**src/source/lp_consts.svh**
```systemverilog
// ============================================================
// Linear projection core constants
// Matrix sizes, data widths and the AXI4-Lite address map
// ============================================================
`ifndef LP_CONSTS_SVH
`define LP_CONSTS_SVH

`define LP_INNER    4
`define LP_ROWS     4
`define LP_COLS     4
`define LP_ELEM_W   8
`define LP_ROW_W    (`LP_INNER * `LP_ELEM_W)
`define LP_RES_W    20
`define LP_ADDR_W   12

// Address map
`define LP_CTRL_ADDR    12'h000
`define LP_STATUS_ADDR  12'h004
`define LP_A_BASE       12'h100
`define LP_W_BASE       12'h200
`define LP_C_BASE       12'h300

`define LP_RESP_OKAY    2'b00
`define LP_RESP_SLVERR  2'b10

`endif

```
**src/source/lp_pkg.sv**
```systemverilog
// ============================================================
// Linear projection core types
// Width typedefs and the bank sequencer states
// ============================================================
`default_nettype none

`include "lp_consts.svh"

package lp_pkg;

    typedef logic [`LP_ADDR_W-1:0] axil_addr_t;
    typedef logic [31:0]           axil_data_t;
    typedef logic [1:0]            axil_resp_t;

    // One matrix row, element 0 in the low byte
    typedef logic [`LP_ROW_W-1:0] row_t;

    typedef logic [$clog2(`LP_ROWS)-1:0]            a_idx_t;
    typedef logic [$clog2(`LP_COLS)-1:0]            w_idx_t;
    typedef logic [$clog2(`LP_ROWS*`LP_COLS)-1:0]   res_idx_t;

    typedef logic signed [`LP_RES_W-1:0] result_t;

    typedef enum logic [1:0] {BANK_WRITE, BANK_READ, BANK_DRAIN} bank_state_t;

endpackage

`default_nettype wire

```
**src/source/lp_axil_loader.sv**
```systemverilog
// ============================================================
// AXI4-Lite write slave
// Decodes writes into A/W row strobes and the start command
// ============================================================
`default_nettype none

`include "lp_consts.svh"

module lp_axil_loader (
    input  wire logic               clk,
    input  wire logic               rst_n,
    input  wire lp_pkg::axil_addr_t awaddr,
    input  wire logic               awvalid,
    output logic                    awready,
    input  wire lp_pkg::axil_data_t wdata,
    input  wire logic [3:0]         wstrb,
    input  wire logic               wvalid,
    output logic                    wready,
    output lp_pkg::axil_resp_t      bresp,
    output logic                    bvalid,
    input  wire logic               bready,
    output logic                    a_we,
    output logic                    w_we,
    output lp_pkg::a_idx_t          wr_row_idx,
    output lp_pkg::row_t            wr_row,
    output logic                    start
);

    logic               accept;
    logic               hs;
    logic               in_ctrl;
    logic               in_a;
    logic               in_w;
    lp_pkg::axil_addr_t row_off;

    // AW and W are taken together in the same cycle
    assign awready = accept;
    assign wready  = accept;
    assign hs      = accept && awvalid && wvalid;

    assign in_ctrl = (awaddr == `LP_CTRL_ADDR);
    assign in_a    = (awaddr >= `LP_A_BASE) && (awaddr < `LP_A_BASE + 4 * `LP_ROWS);
    assign in_w    = (awaddr >= `LP_W_BASE) && (awaddr < `LP_W_BASE + 4 * `LP_COLS);
    assign row_off = awaddr - (in_a ? `LP_A_BASE : `LP_W_BASE);

    always_ff @(posedge clk or negedge rst_n) begin
        if (!rst_n) begin
            accept <= 1'b0;
            bvalid <= 1'b0;
            a_we   <= 1'b0;
            w_we   <= 1'b0;
            start  <= 1'b0;
        end else begin
            accept <= awvalid && wvalid && !bvalid && !accept;
            a_we   <= hs && in_a;
            w_we   <= hs && in_w;
            start  <= hs && in_ctrl && wdata[0];
            if (hs) begin
                bvalid <= 1'b1;
            end else if (bready) begin
                bvalid <= 1'b0;
            end
        end
    end

    // Byte strobes ignored, whole words written
    always_ff @(posedge clk) begin
        if (hs) begin
            wr_row     <= wdata;
            wr_row_idx <= lp_pkg::a_idx_t'(row_off >> 2);
            bresp      <= (in_ctrl || in_a || in_w) ? `LP_RESP_OKAY : `LP_RESP_SLVERR;
        end
    end

    // ============================================================
    // Checks
    // ============================================================
    bvalid_held: assert property (@(posedge clk) disable iff (!rst_n)
        bvalid && !bready |=> bvalid && $stable(bresp));

endmodule

`default_nettype wire

```
**src/source/lp_dot_engine.sv**
```systemverilog
// ============================================================
// Dot product engine
// Two-stage signed multiply-accumulate over one row pair
// ============================================================
`default_nettype none

`include "lp_consts.svh"

module lp_dot_engine (
    input  wire logic             clk,
    input  wire logic             rst_n,
    input  wire logic             pair_valid,
    input  wire lp_pkg::row_t     pair_a,
    input  wire lp_pkg::row_t     pair_w,
    input  wire lp_pkg::res_idx_t pair_idx,
    output logic                  res_valid,
    output lp_pkg::result_t       res_data,
    output lp_pkg::res_idx_t      res_idx
);

    localparam int PROD_W = 2 * `LP_ELEM_W;

    logic signed [PROD_W-1:0] prod_q [`LP_INNER];
    logic                     prod_valid;
    lp_pkg::res_idx_t         prod_idx;
    lp_pkg::result_t          sum;

    // Stage one, element products
    always_ff @(posedge clk) begin
        for (int k = 0; k < `LP_INNER; k++) begin
            prod_q[k] <= $signed(pair_a[k*`LP_ELEM_W +: `LP_ELEM_W]) *
                         $signed(pair_w[k*`LP_ELEM_W +: `LP_ELEM_W]);
        end
        prod_idx <= pair_idx;
    end

    // Sign-extended adder tree
    always_comb begin
        sum = '0;
        for (int k = 0; k < `LP_INNER; k++) begin
            sum = sum + lp_pkg::result_t'(prod_q[k]);
        end
    end

    // Stage two, accumulated result
    always_ff @(posedge clk) begin
        res_data <= sum;
        res_idx  <= prod_idx;
    end

    always_ff @(posedge clk or negedge rst_n) begin
        if (!rst_n) begin
            prod_valid <= 1'b0;
            res_valid  <= 1'b0;
        end else begin
            prod_valid <= pair_valid;
            res_valid  <= prod_valid;
        end
    end

endmodule

`default_nettype wire

```
**src/source/lp_mat_bank.sv**
```systemverilog
// ============================================================
// Matrix bank
// A and W row memories, written in the write phase and then
// swept pair by pair by the read sequencer
// ============================================================
`default_nettype none

`include "lp_consts.svh"

module lp_mat_bank (
    input  wire logic           clk,
    input  wire logic           rst_n,
    input  wire logic           a_we,
    input  wire logic           w_we,
    input  wire lp_pkg::a_idx_t wr_row_idx,
    input  wire lp_pkg::row_t   wr_row,
    input  wire logic           start,
    output logic                pair_valid,
    output lp_pkg::row_t        pair_a,
    output lp_pkg::row_t        pair_w,
    output lp_pkg::res_idx_t    pair_idx,
    output logic                busy,
    output logic                run_start
);

    lp_pkg::row_t        a_mem [`LP_ROWS];
    lp_pkg::row_t        w_mem [`LP_COLS];
    lp_pkg::bank_state_t state;
    lp_pkg::a_idx_t      a_idx;
    lp_pkg::w_idx_t      w_idx;
    logic                last_w;
    logic                last_a;

    assign busy      = (state != lp_pkg::BANK_WRITE);
    assign run_start = start && (state == lp_pkg::BANK_WRITE);
    assign last_w    = (w_idx == lp_pkg::w_idx_t'(`LP_COLS - 1));
    assign last_a    = (a_idx == lp_pkg::a_idx_t'(`LP_ROWS - 1));

    // Host writes only land in the write phase
    always_ff @(posedge clk) begin
        if (a_we && state == lp_pkg::BANK_WRITE) begin
            a_mem[wr_row_idx] <= wr_row;
        end
        if (w_we && state == lp_pkg::BANK_WRITE) begin
            w_mem[lp_pkg::w_idx_t'(wr_row_idx)] <= wr_row;
        end
    end

    // ============================================================
    // Read sequencer
    // ============================================================
    always_ff @(posedge clk or negedge rst_n) begin
        if (!rst_n) begin
            state      <= lp_pkg::BANK_WRITE;
            a_idx      <= '0;
            w_idx      <= '0;
            pair_valid <= 1'b0;
        end else begin
            pair_valid <= 1'b0;
            case (state)
                lp_pkg::BANK_WRITE: begin
                    a_idx <= '0;
                    w_idx <= '0;
                    if (start) state <= lp_pkg::BANK_READ;
                end
                lp_pkg::BANK_READ: begin
                    pair_valid <= 1'b1;
                    // W index runs fast, A index slow
                    w_idx <= last_w ? '0 : w_idx + 1'b1;
                    if (last_w) begin
                        if (last_a) state <= lp_pkg::BANK_DRAIN;
                        else a_idx <= a_idx + 1'b1;
                    end
                end
                default: state <= lp_pkg::BANK_WRITE;
            endcase
        end
    end

    // One-cycle read latency, data lines up with pair_valid
    always_ff @(posedge clk) begin
        pair_a   <= a_mem[a_idx];
        pair_w   <= w_mem[w_idx];
        pair_idx <= lp_pkg::res_idx_t'(a_idx * `LP_COLS + w_idx);
    end

    // Last pair is still visible during drain, never after
    pair_not_in_write: assert property (@(posedge clk) disable iff (!rst_n)
        pair_valid |-> state != lp_pkg::BANK_WRITE);

endmodule

`default_nettype wire

```
**src/source/lp_result_reader.sv**
```systemverilog
// ============================================================
// Result reader
// Result memory, run status and the AXI4-Lite read slave
// ============================================================
`default_nettype none

`include "lp_consts.svh"

module lp_result_reader (
    input  wire logic               clk,
    input  wire logic               rst_n,
    input  wire logic               res_valid,
    input  wire lp_pkg::result_t    res_data,
    input  wire lp_pkg::res_idx_t   res_idx,
    input  wire logic               busy,
    input  wire logic               run_start,
    input  wire lp_pkg::axil_addr_t araddr,
    input  wire logic               arvalid,
    output logic                    arready,
    output lp_pkg::axil_data_t      rdata,
    output lp_pkg::axil_resp_t      rresp,
    output logic                    rvalid,
    input  wire logic               rready
);

    localparam int N_RES = `LP_ROWS * `LP_COLS;

    lp_pkg::result_t    res_mem [N_RES];
    logic               done;
    logic               running;
    logic               last_res;
    logic               ar_hs;
    logic               in_status;
    logic               in_res;
    lp_pkg::axil_addr_t res_off;
    lp_pkg::res_idx_t   rd_idx;
    lp_pkg::result_t    rd_res;

    assign last_res = res_valid && (res_idx == lp_pkg::res_idx_t'(N_RES - 1));

    always_ff @(posedge clk) begin
        if (res_valid) res_mem[res_idx] <= res_data;
    end

    // Status stays busy until the pipeline has emptied
    always_ff @(posedge clk or negedge rst_n) begin
        if (!rst_n) begin
            done    <= 1'b0;
            running <= 1'b0;
        end else if (run_start) begin
            done    <= 1'b0;
            running <= 1'b1;
        end else if (last_res) begin
            done    <= 1'b1;
            running <= 1'b0;
        end
    end

    // ============================================================
    // AXI4-Lite read channel
    // ============================================================
    assign arready   = !rvalid;
    assign ar_hs     = arvalid && arready;
    assign in_status = (araddr == `LP_STATUS_ADDR);
    assign in_res    = (araddr >= `LP_C_BASE) && (araddr < `LP_C_BASE + 4 * N_RES);
    assign res_off   = araddr - `LP_C_BASE;
    assign rd_idx    = lp_pkg::res_idx_t'(res_off >> 2);
    assign rd_res    = res_mem[rd_idx];

    always_ff @(posedge clk or negedge rst_n) begin
        if (!rst_n) begin
            rvalid <= 1'b0;
        end else if (ar_hs) begin
            rvalid <= 1'b1;
        end else if (rready) begin
            rvalid <= 1'b0;
        end
    end

    always_ff @(posedge clk) begin
        if (ar_hs) begin
            rresp <= `LP_RESP_OKAY;
            if (in_status) begin
                rdata <= {30'b0, busy || running, done};
            end else if (in_res) begin
                rdata <= {{(32 - `LP_RES_W){rd_res[`LP_RES_W-1]}}, rd_res};
            end else begin
                rdata <= '0;
                rresp <= `LP_RESP_SLVERR;
            end
        end
    end

    rdata_held: assert property (@(posedge clk) disable iff (!rst_n)
        rvalid && !rready |=> rvalid && $stable(rdata) && $stable(rresp));

endmodule

`default_nettype wire

```
**src/source/lp_top.sv**
```systemverilog
// ============================================================
// Linear projection core top
// AXI4-Lite loader, matrix bank, dot engine and result reader
// ============================================================
`default_nettype none

module lp_top (
    input  wire logic               clk,
    input  wire logic               rst_n,
    input  wire lp_pkg::axil_addr_t awaddr,
    input  wire logic               awvalid,
    output logic                    awready,
    input  wire lp_pkg::axil_data_t wdata,
    input  wire logic [3:0]         wstrb,
    input  wire logic               wvalid,
    output logic                    wready,
    output lp_pkg::axil_resp_t      bresp,
    output logic                    bvalid,
    input  wire logic               bready,
    input  wire lp_pkg::axil_addr_t araddr,
    input  wire logic               arvalid,
    output logic                    arready,
    output lp_pkg::axil_data_t      rdata,
    output lp_pkg::axil_resp_t      rresp,
    output logic                    rvalid,
    input  wire logic               rready
);

    // Loader to bank
    logic             a_we;
    logic             w_we;
    lp_pkg::a_idx_t   wr_row_idx;
    lp_pkg::row_t     wr_row;
    logic             start;

    // Bank to engine and reader
    logic             pair_valid;
    lp_pkg::row_t     pair_a;
    lp_pkg::row_t     pair_w;
    lp_pkg::res_idx_t pair_idx;
    logic             busy;
    logic             run_start;

    // Engine to reader
    logic             res_valid;
    lp_pkg::result_t  res_data;
    lp_pkg::res_idx_t res_idx;

    lp_axil_loader u_loader (
        .clk, .rst_n,
        .awaddr, .awvalid, .awready,
        .wdata, .wstrb, .wvalid, .wready,
        .bresp, .bvalid, .bready,
        .a_we, .w_we, .wr_row_idx, .wr_row, .start
    );

    lp_mat_bank u_bank (
        .clk, .rst_n,
        .a_we, .w_we, .wr_row_idx, .wr_row, .start,
        .pair_valid, .pair_a, .pair_w, .pair_idx,
        .busy, .run_start
    );

    lp_dot_engine u_engine (
        .clk, .rst_n,
        .pair_valid, .pair_a, .pair_w, .pair_idx,
        .res_valid, .res_data, .res_idx
    );

    lp_result_reader u_reader (
        .clk, .rst_n,
        .res_valid, .res_data, .res_idx,
        .busy, .run_start,
        .araddr, .arvalid, .arready,
        .rdata, .rresp, .rvalid, .rready
    );

endmodule

`default_nettype wire

```
**config.mk**
```make
export PLATFORM = sky130hd
export DESIGN_NAME = lp_top
export DESIGN_NICKNAME = d
export VERILOG_FILES = /design/src/source/lp_pkg.sv /design/src/source/lp_axil_loader.sv /design/src/source/lp_dot_engine.sv /design/src/source/lp_mat_bank.sv /design/src/source/lp_result_reader.sv /design/src/source/lp_top.sv
export VERILOG_INCLUDE_DIRS = /design/src /design/src/source
export SDC_FILE = /design/constraint.sdc
export NUM_CORES = 1
export LEC_CHECK = 0
export ABC_AREA = 0
export BUFFER_PORTS_ARGS = -buffer_cell sky130_fd_sc_hd__buf_4
export CORE_MARGIN = 1.5
export CORE_UTILIZATION = 63
export CTS_CLUSTER_SIZE = 30
export DETAILED_ROUTE_END_ITERATION = 16
export GPL_ROUTABILITY_DRIVEN = 1
export PLACE_DENSITY = 0.8
export SLEW_MARGIN = 10
export SYNTH_ARGS = -nofsm -noshare
export SYNTH_HDL_FRONTEND = slang
export SYNTH_SLANG_ARGS = --single-unit
```
**constraint.sdc**
```tcl
create_clock -name clk -period 5.5 [get_ports clk]
set_input_delay 0.275 -clock clk [delete_from_list [all_inputs] [get_ports clk]]
set_output_delay 0.275 -clock clk [all_outputs]
set_load 0.02 [all_outputs]
```
==> summary by stage, run 1 <==
GRT
The overall overflow remaining after global route is 0. The aggregate global-route resource usage is 25.0%. The global-route wire length before repair is about 120000 um.

The number of global-route vias before repair is between 20k and 25k. The initial antenna violation count came to 1. Entering global routing, the biggest net connects 55 pins.

Timing
Setup repair after global routing left no endpoint under its margin. The final-report max-slew violation count is 0. The time the final worst path needs with I/O delays and setup is 4420 ps.

The clock tree skew after final layout is approximately 24 ps. The number of hold violations in the final report is 0. In the post-route analysis, the smallest setup slack over all paths is about 1100 ps. For the pin with the worst max-slew slack, the measured transition is around 1100 ps. The peak clock frequency supported by timing is between 200 and 250 MHz. The setup violation total in the final timing report is 0.

The setup total negative slack is 0 ps. The worst-case hold slack is 111 ps. Measured against its own limit, the worst slew margin works out to roughly 30%. The final cycle utilization of the critical path is approximately four fifths.

Floorplan
The initial cell density of the core is 63.5%. The overall die height is 252 um. The number of rows in the core area is between 90 and 100. The die covers 63500 sq um.

The horizontal die dimension is around 250 um. For this design the top-level I/O count stands at between 100 and 150. The region available for standard cell placement spans 61500 sq um.

Synthesis
The share of synthesized cell area in and, or, nand and nor gates is between 6 and 7%. Among all flip-flop cells after synthesis, the most frequent one is sky130_fd_sc_hd__edfxtp_1. The number of unique standard cell types used by synthesis is 64. The adder-cell share of the synthesized area is roughly 17%. The count of yosys warnings during synthesis is 0. The main combinational cell family by area after synthesis is adder cells. The number of synthesized flops with an enable pin is about 630. After synthesis, the share of flip-flops with an asynchronous set or reset is 2.10%. Synthesis produced 2545 cells.

The portion of the post-synthesis area used by sequential elements is approximately 58%. Counting flops and latches in the post-synthesis netlist gives slightly above 800. The synthesized area per cell is roughly 15 sq um. The post-synthesis xor/xnor area fraction is under 10%.

The post-synthesis cell area is ~39000 sq um. The synthesized netlist devotes 3.67% of its cell area to compound gates. The multiplexer area fraction after synthesis is 8.91%.

Routing
The total length of routed wires is around 76000 um. The antenna violation net count after detailed routing is 0. After detailed routing, the average wire length per cell comes to 21.3 um. After detailed routing, the number of remaining DRC violations is 0.

The number of violations reported at the end of detailed-routing iteration 0 is 1379. The via density per instance is about 5.9. The first detailed-routing pass ran for 5 iterations.

Detailed routing inserted a total of ~21k vias.

Hold path
The worst hold path belongs to the class in -> async.

CTS
The H-tree was split into 3 levels. The count of clock tree sinks is 809. The hold buffer count at cts is 45.

The clock passes through at most 3 buffers. The number of cells upsized or downsized after cts is 0. Clock tree synthesis inserted a total of 79 buffers. The clock edge transition at the registers on the reported setup and hold paths is approximately 60 ps.

TritonCTS built the clock tree. The clock insertion delay at the later pin of the skew report is between 600 and 700 ps. The buffer type at the clock tree root is sky130_fd_sc_hd__clkbuf_16.

The post-CTS repair timing setup buffer count is 0.

Layout
The register area is around 23000 sq um. After the last flow step, the layout net total stands at 3190. The growth of design area from synthesis to finish is 12.5%. The number of antenna diodes is 0. Leaving out fill and tap cells, the most frequent cell in the layout is sky130_fd_sc_hd__edfxtp_1. The area of the multi-input gates is about 15000 sq um. Of the cells placed in the final design, the portion with a size suffix greater than 1 is 15.3%. After the flow finishes, the layout carries non-filler instances totaling 3586. Leaving out fill and tap cells, the most frequent cells in the layout are 632 x sky130_fd_sc_hd__edfxtp_1, 311 x sky130_fd_sc_hd__inv_1, 238 x sky130_fd_sc_hd__fa_1. The area of all placed cells without fillers is approximately 44000 sq um. The fraction of the core area covered by cells at the end of the flow is between 70 and 80%. The count of filler cells inserted in the layout is between 3k and 4k.

Critical path
The maximum fanout along the worst path is 8. The most critical setup path has its startpoint at u_bank.pair_a[27]. STA classifies the critical path startpoint as a flip-flop.

The slowest stage of the critical path is the sky130_fd_sc_hd__or4b_2 cell. The library cell appearing most often on the critical path is sky130_fd_sc_hd__fa_1. The required time of the critical path is 6060 ps. The worst-case reg-to-reg path depth is 15. The kind of critical path is reg -> reg. The largest stage delay on the critical path is 650 ps. The signal on the critical path passes through nand2_1 -> fa_1 -> inv_1 -> fa_1 -> inv_1 -> fa_1 -> fa_1 -> inv_1 -> ha_1 -> nor2b_1 -> o21ai_0 -> a21o_1 -> a31oi_1 -> or4b_2 -> nand3_1. The worst register-to-register path begins at u_bank.pair_a[27]. The worst setup path is captured at a flip-flop. The data arrival time of the critical path is approximately 5000 ps.

Pwr
The worst-case vdd ir drop is approximately 0.40 mV. The leakage power of the design is around 17 nW. Power spread over the standard cell area amounts to 285 nW/um^2. The total power after layout is approximately 13 mW.

Status
The run finished with clean final reports.

Run
Max-cap violations in this run came to 0.

Placed design
The placed instances occupy a cell area of around 41000 sq um. The number of port buffers is ~100. OpenSTA, run right after detailed placement, puts the worst setup slack at between 1000 and 1500 ps.

Routability-driven placement finished with a final weighted congestion of between 0.8 and 0.9. The placed instance count is ~3.4k. Detailed placement finished with a half-perimeter wire length of between 50000 and 60000 um.
[power by group]
part	total (mW)	switching (mW)	internal (mW)	leakage, nW
clock	5.48	2.24	3.24	1.29
sequential	6.69	0.0701	6.62	7.27
combinational	0.356	0.181	0.175	8.17
total	12.5	2.49	10.0	16.7
[registers in the layout (all words and copies together) (netlist names), 4 cells and up]
| register | cells |
|---|---|
| u_engine.prod_idx | 4 |
| u_reader.res_mem | 320 |
| u_bank.a_mem | 128 |
| u_engine.prod_q | 64 |
| u_bank.pair_idx | 4 |
| u_bank.pair_a | 32 |
| u_engine.res_data | 20 |
| u_bank.w_mem | 128 |
| u_reader.rdata | 20 |
| u_bank.pair_w | 32 |
| u_engine.res_idx | 4 |
| u_loader.wr_row | 32 |
[final timing paths]
| kind | end | slack [ps] |
|---|---|---|
| setup reg to reg | u_engine.prod_q[3][14] | 1080 |
| max in group asynchronous | u_bank.a_idx[0] | 5120 |
| setup / recovery | u_engine.prod_q[3][14] | 1080 |
| hold reg to reg | u_engine.prod_idx[3] | 330 |
| hold / removal | u_reader.rvalid | 110 |
| min in group clk | u_loader.start | 110 |
[cell usage after synthesis (4+ instances only)]
library cell                number  area (sq um)
sky130_fd_sc_hd__nor4_1          6          37.5
sky130_fd_sc_hd__nor2b_1        27           169
sky130_fd_sc_hd__nor4b_1         5          43.8
sky130_fd_sc_hd__o21ai_0        53           265
sky130_fd_sc_hd__a2111oi_0       4          35.0
sky130_fd_sc_hd__buf_2          18          90.1
sky130_fd_sc_hd__nand3_1        14          70.1
sky130_fd_sc_hd__a211oi_1       44           330
sky130_fd_sc_hd__and3_1          5          31.3
sky130_fd_sc_hd__nand2b_1       19           119
sky130_fd_sc_hd__ha_1          153          1910
sky130_fd_sc_hd__nor2_1         77           289
sky130_fd_sc_hd__dfrtp_1        17           425
sky130_fd_sc_hd__mux4_2        144          3240
sky130_fd_sc_hd__nand2_1       138           518
sky130_fd_sc_hd__nand4_1        11          68.8
sky130_fd_sc_hd__a22o_1          4          35.0
sky130_fd_sc_hd__buf_4          18           135
sky130_fd_sc_hd__mux2i_1        20           200
sky130_fd_sc_hd__or4_1           9          67.6
sky130_fd_sc_hd__dfxtp_1       160          3200
sky130_fd_sc_hd__xnor2_1        65           569
sky130_fd_sc_hd__nor3_1         15          75.1
sky130_fd_sc_hd__a21oi_1        52           260
sky130_fd_sc_hd__xor2_1         19           166
sky130_fd_sc_hd__o211ai_1        8          60.1
sky130_fd_sc_hd__o21a_1          9          67.6
sky130_fd_sc_hd__or3_1           5          31.3
sky130_fd_sc_hd__a31oi_1         9          56.3
sky130_fd_sc_hd__clkbuf_1       29           109
sky130_fd_sc_hd__inv_1         311          1170
sky130_fd_sc_hd__a21o_1         13          97.6
sky130_fd_sc_hd__nand3b_1        9          67.6
sky130_fd_sc_hd__edfxtp_1      632         19000
sky130_fd_sc_hd__and2_1        145           907
sky130_fd_sc_hd__fa_1          238          4760
[area by class of cell]
type,instances,share of cell area (%)
timing repair buffer,173,3.22
clock inverter,34,0.924
sequential,809,51.5
clock buffer,111,5.11
multi-input combinational,1358,34.3
tap,790,2.25
inverter,311,2.66
[layer usage]
metal	GRT usage, %	up-vias	routed length [um]
li1	-	9452	-
met4	8.31	0	2050
met2	44.3	646	39600
met1	31.9	10754	30700
met5	0	-	0
met3	3.54	140	3970
[cell families after synthesis]
| family | count (synthesis) |
|---|---|
| DFF | 809 |
| and+or+nand+nor | 493 |
| adders and majority gates | 391 |
| buffers and inverters | 379 |
| AOI/OAI and AO/OA | 221 |
| muxes | 167 |
| xor gates and xnor gates | 84 |
| other | 1 |
[worst max-delay path: cells and delay by family, from the launching register on]
kind / cells / cell delay (ps)
compound gates: 3 / 570
buf+inv: 3 / 230
simple gates: 4 / 1040
flops: 1 / 490
fa+ha+maj: 5 / 2050
No activity file was read; power rests on OpenSTA's default activity.
==> run 2: changes to the inputs <==
--- a/config.mk
+++ b/config.mk
@@ -9,11 +9,11 @@
 export ABC_AREA = 0
 export BUFFER_PORTS_ARGS = -buffer_cell sky130_fd_sc_hd__buf_4
 export CORE_MARGIN = 1.5
-export CORE_UTILIZATION = 63
+export CORE_UTILIZATION = 57
 export CTS_CLUSTER_SIZE = 30
 export DETAILED_ROUTE_END_ITERATION = 16
 export GPL_ROUTABILITY_DRIVEN = 1
-export PLACE_DENSITY = 0.8
+export PLACE_DENSITY = 0.77
 export SLEW_MARGIN = 10
 export SYNTH_ARGS = -nofsm -noshare
 export SYNTH_HDL_FRONTEND = slang
==> constraint.sdc (replaced) <==
create_clock -name clk -period 3.8 [get_ports clk]
set_input_delay 0.19 -clock clk [delete_from_list [all_inputs] [get_ports clk]]
set_output_delay 0.19 -clock clk [all_outputs]
set_load 0.02 [all_outputs]
==> run 2 against run 1 <==
Effect of this change: the run now ends with setup timing left; clock-buffer cell count shrank 4; routed wire length up 6.8%; register-to-register slack worse by 1300 ps; sequential power increased by 45%; utilization fell by 1.8 points; critical path type unchanged; critical endpoint is now u_engine.prod_q[1][13]; highest routed layer unchanged.
==> summary by stage, run 2 (synthesized netlist as in run 1, its figures left out) <==
GRT
The initial antenna violation count is 0 (-1). The pin count of the biggest net entering global routing is 48 (-13%). The global-route wire length before repair is 128000 um (+5.6%).

The overall overflow remaining after global route is 0 (unchanged). The number of global-route vias before repair was 23.5k (+4.5%). The aggregate global-route resource usage was 23.7% (-1.3 points).

Placed design
The final weighted congestion of routability-driven global placement came to 0.870 (+0.66%). The number of port buffers is 101 (unchanged). The post-detailed-placement half-perimeter wirelength is 54700 um (+7.5%). The placed standard-cell area came to 42600 sq um (+4.4%). The pre-CTS setup slack is -328 ps (-1390 ps).

Status
The flow ran to the end, but the final reports show violations. The final reports fail on setup timing.

Layout
The flip-flop count of the largest register, all copies and words added is 320 (unchanged). Compared with the post-synthesis result, the final layout area differs by 20.4%. u_reader.res_mem holds more flip-flops than any other register. In the final layout, the registers with the most flip-flops are u_reader.res_mem x320, u_bank.a_mem x128, u_bank.w_mem x128. The proportion of layout cells with a drive suffix above 1 is 29.5% (+14 points). The area of all placed cells without fillers is 47000 sq um (+7.0%). The library cells used most frequently in the layout, excluding fill and tap cells, are 632 x sky130_fd_sc_hd__edfxtp_1, 334 x sky130_fd_sc_hd__buf_4, 282 x sky130_fd_sc_hd__inv_1. The count of filler cells inserted in the layout came to 4320 (+12%). The post-layout net count came to 3417 (+7.1%).

The number of antenna diodes was 0 (unchanged). The most common library cell in the layout ignoring fill and taps is sky130_fd_sc_hd__edfxtp_1.

Routing
The routed length per placed instance is 20.9 um (-1.8%). The number of remaining DRC errors is 0 (unchanged). The total length of routed wires is 81500 um (+6.8%). The total iterations of the first detailed-routing run is 5 (unchanged). The total via count after detailed routing is 21.8k (+4.0%).

The via density per instance is 5.60 (-4.3%). The number of violations reported at the end of detailed-routing iteration 0 is 1497 (+8.6%). The antenna violation net count after detailed routing is 0 (unchanged).

Pwr
The combinational power share is 3.1% (+0.3 points). The worst-case vdd ir drop is 0.560 mV (+41%). The fraction of power spent switching nets is 20.3% (+0.42 points). The share of total power in sequential cells is 52.1% (-1.3 points).

The power density over the cells is 395 nW/um^2 (+39%). The switching power was 3.76 mW (+51%). The total power after layout came to 18.6 mW (+48%).

The leakage power of the design is 18.0 nW (+7.8%). The part of the total power dissipated in the clock network is 44.8% (+1.1 points). The internal power consumption came to 14.8 mW (+47%).

Floorplan
The total die area was 70000 sq um (+10%). The initial cell density of the core is 57.8% (-5.7 points). The number of rows in the core area came to 95 (+4.4%). The overall die height was 265 um (+5.1%). The placeable core region is 67500 sq um (+9.8%).

The horizontal die dimension is 265 um (+5.1%). The number of ports placed on the die boundary is 108 (unchanged).

CTS
The count of clock tree sinks is 809 (unchanged). The cell sitting at the root of the clock tree is a sky130_fd_sc_hd__clkbuf_16. The number of buffers inserted during clock tree synthesis was 80 (+1.3%).

The clock insertion delay at the later pin of the skew report is 640 ps (+20 ps). The maximum number of buffers from clock root to sink is 3 (unchanged). The clock edge transition at the registers on the reported setup and hold paths is 60 ps (about the same). The maximum level of the CTS H-tree was 3 (unchanged).

TritonCTS built the clock tree.

Critical path
The required time of the critical path is 4360 ps (-1700 ps). The critical path launch point is u_bank.pair_w[10]. The maximum fanout along the worst path was 4 (-4). The largest stage delay on the critical path is 540 ps (-110 ps). The slowest stage of the critical path is the sky130_fd_sc_hd__fa_1 cell. The critical path capture point type is a flip-flop. The data arrival time of the critical path was 4580 ps (-400 ps). By startpoint and endpoint, the worst setup path is classified as reg -> reg.

The signal on the critical path passes through and2_4 -> fa_1 -> inv_2 -> fa_1 -> inv_1 -> fa_1 -> inv_1 -> fa_1 -> inv_2 -> ha_4 -> o21ai_2 -> o21a_1 -> o211ai_1 -> a21oi_2 -> o21ai_1 -> xnor2_1. The type of element launching the critical path is a flip-flop. The startpoint of the worst register-to-register path is u_bank.pair_w[10]. The cell that appears most often on the critical path is sky130_fd_sc_hd__fa_1.

Timing
The time the final worst path needs with I/O delays and setup is 4020 ps (-397 ps). The number of hold violations in the final report is 0 (unchanged). The setup violation total in the final timing report is 16 (+16). The final cycle utilization of the critical path is 106% (+26 points). The worst max-slew margin expressed relative to the limit is 35.8% (+5.9 points). The final-report max-slew violation count came to 0 (unchanged).

The post-layout worst setup margin is -222 ps (-1300 ps). The transition time of the tightest slew-check pin came to 960 ps (-90.1 ps). Setup repair after global routing could not meet its margin everywhere.

The worst-case hold slack is 33.7 ps (-77.0 ps). The peak clock frequency supported by timing is 249 MHz (+9.9%). The clock tree skew after final layout is 45.9 ps (+22.4 ps).

Run
The reported max-cap violation count is 0 (unchanged).

Hold path
The class of the tightest hold or removal check is in -> async.
-- run 2: power by group through the flow --
stage | clock [mW] | combinational [mW] | sequential (mW)
6_report | 8.32 | 0.569 | 9.68
5_1_grt | 8.75 | 0.609 | 9.68
4_1_cts | 8.43 | 0.555 | 9.68
3_5_place_dp | 0 | 0.505 | 9.88
3_3_place_gp | 0 | 0.494 | 9.86
2_1_floorplan | 0 | 0.305 | 9.85
-- run 2: worst paths after layout --
| check | end | slack [ps] | cells after the start |
|---|---|---|---|
| min in group clk | u_loader.bresp[1] | 90 | 4 |
| min | u_loader.w_we | 30 | 2 |
| max reg2reg | u_engine.prod_q[1][13] | -220 | 16 |
| min reg2reg | u_engine.res_idx[3] | 330 | 0 |
| max in group asynchronous | u_bank.a_idx[0] | 3470 | 2 |
| max | u_engine.prod_q[1][13] | -220 | 16 |
-- run 2: routing by layer --
| metal | GRT usage, % | vias to the layer above | share of wire, % |
|---|---|---|---|
| li1 | - | 9914 | - |
| met1 | 30.6 | 11209 | 41 |
| met2 | 42.6 | 586 | 53 |
| met3 | 2.87 | 126 | 4.2 |
| met4 | 6.41 | 0 | 2.2 |
| met5 | 0 | - | 0 |
-- run 2: layout make-up --
class	instances	area [sq um]	area share (%)
Sequential cell	809	22700	48.4
Multi-Input combinational cell	1358	15900	34.0
Timing Repair Buffer	399	3220	6.86
Clock buffer	107	2230	4.75
Inverter	311	1170	2.49
Tap cell	873	1090	2.33
Clock inverter	42	601	1.28
-- run 2: through the flow --
step	setup TNS, ps	utilization [%]	cells
2_1_floorplan	-21.4	-	2546
3_5_place_dp	-4880	63.1	3680
5_1_grt	-5200	69.6	3899
3_3_place_gp	-3280	63.1	3680
6_report	-1610	69.6	3899
4_1_cts	-1620	68.7	3889
-- run 2: worst max-delay path: cells and delay by family, from the launching register on --
family / cells / cell delay (ps)
compound gates: 5 / 800
fa+ha+maj: 5 / 2310
xor+xnor: 1 / 140
simple gates: 1 / 140
buf+inv: 4 / 200
flops: 1 / 360
-- run 2: timing repair --
item                                   CTS  global route
buffers inserted                        11            11
setup endpoints to repair               29            36
resized for setup                      149           127
endpoints found under the hold margin   59             0
pin swaps                               84           101
hold buffers                            50             0
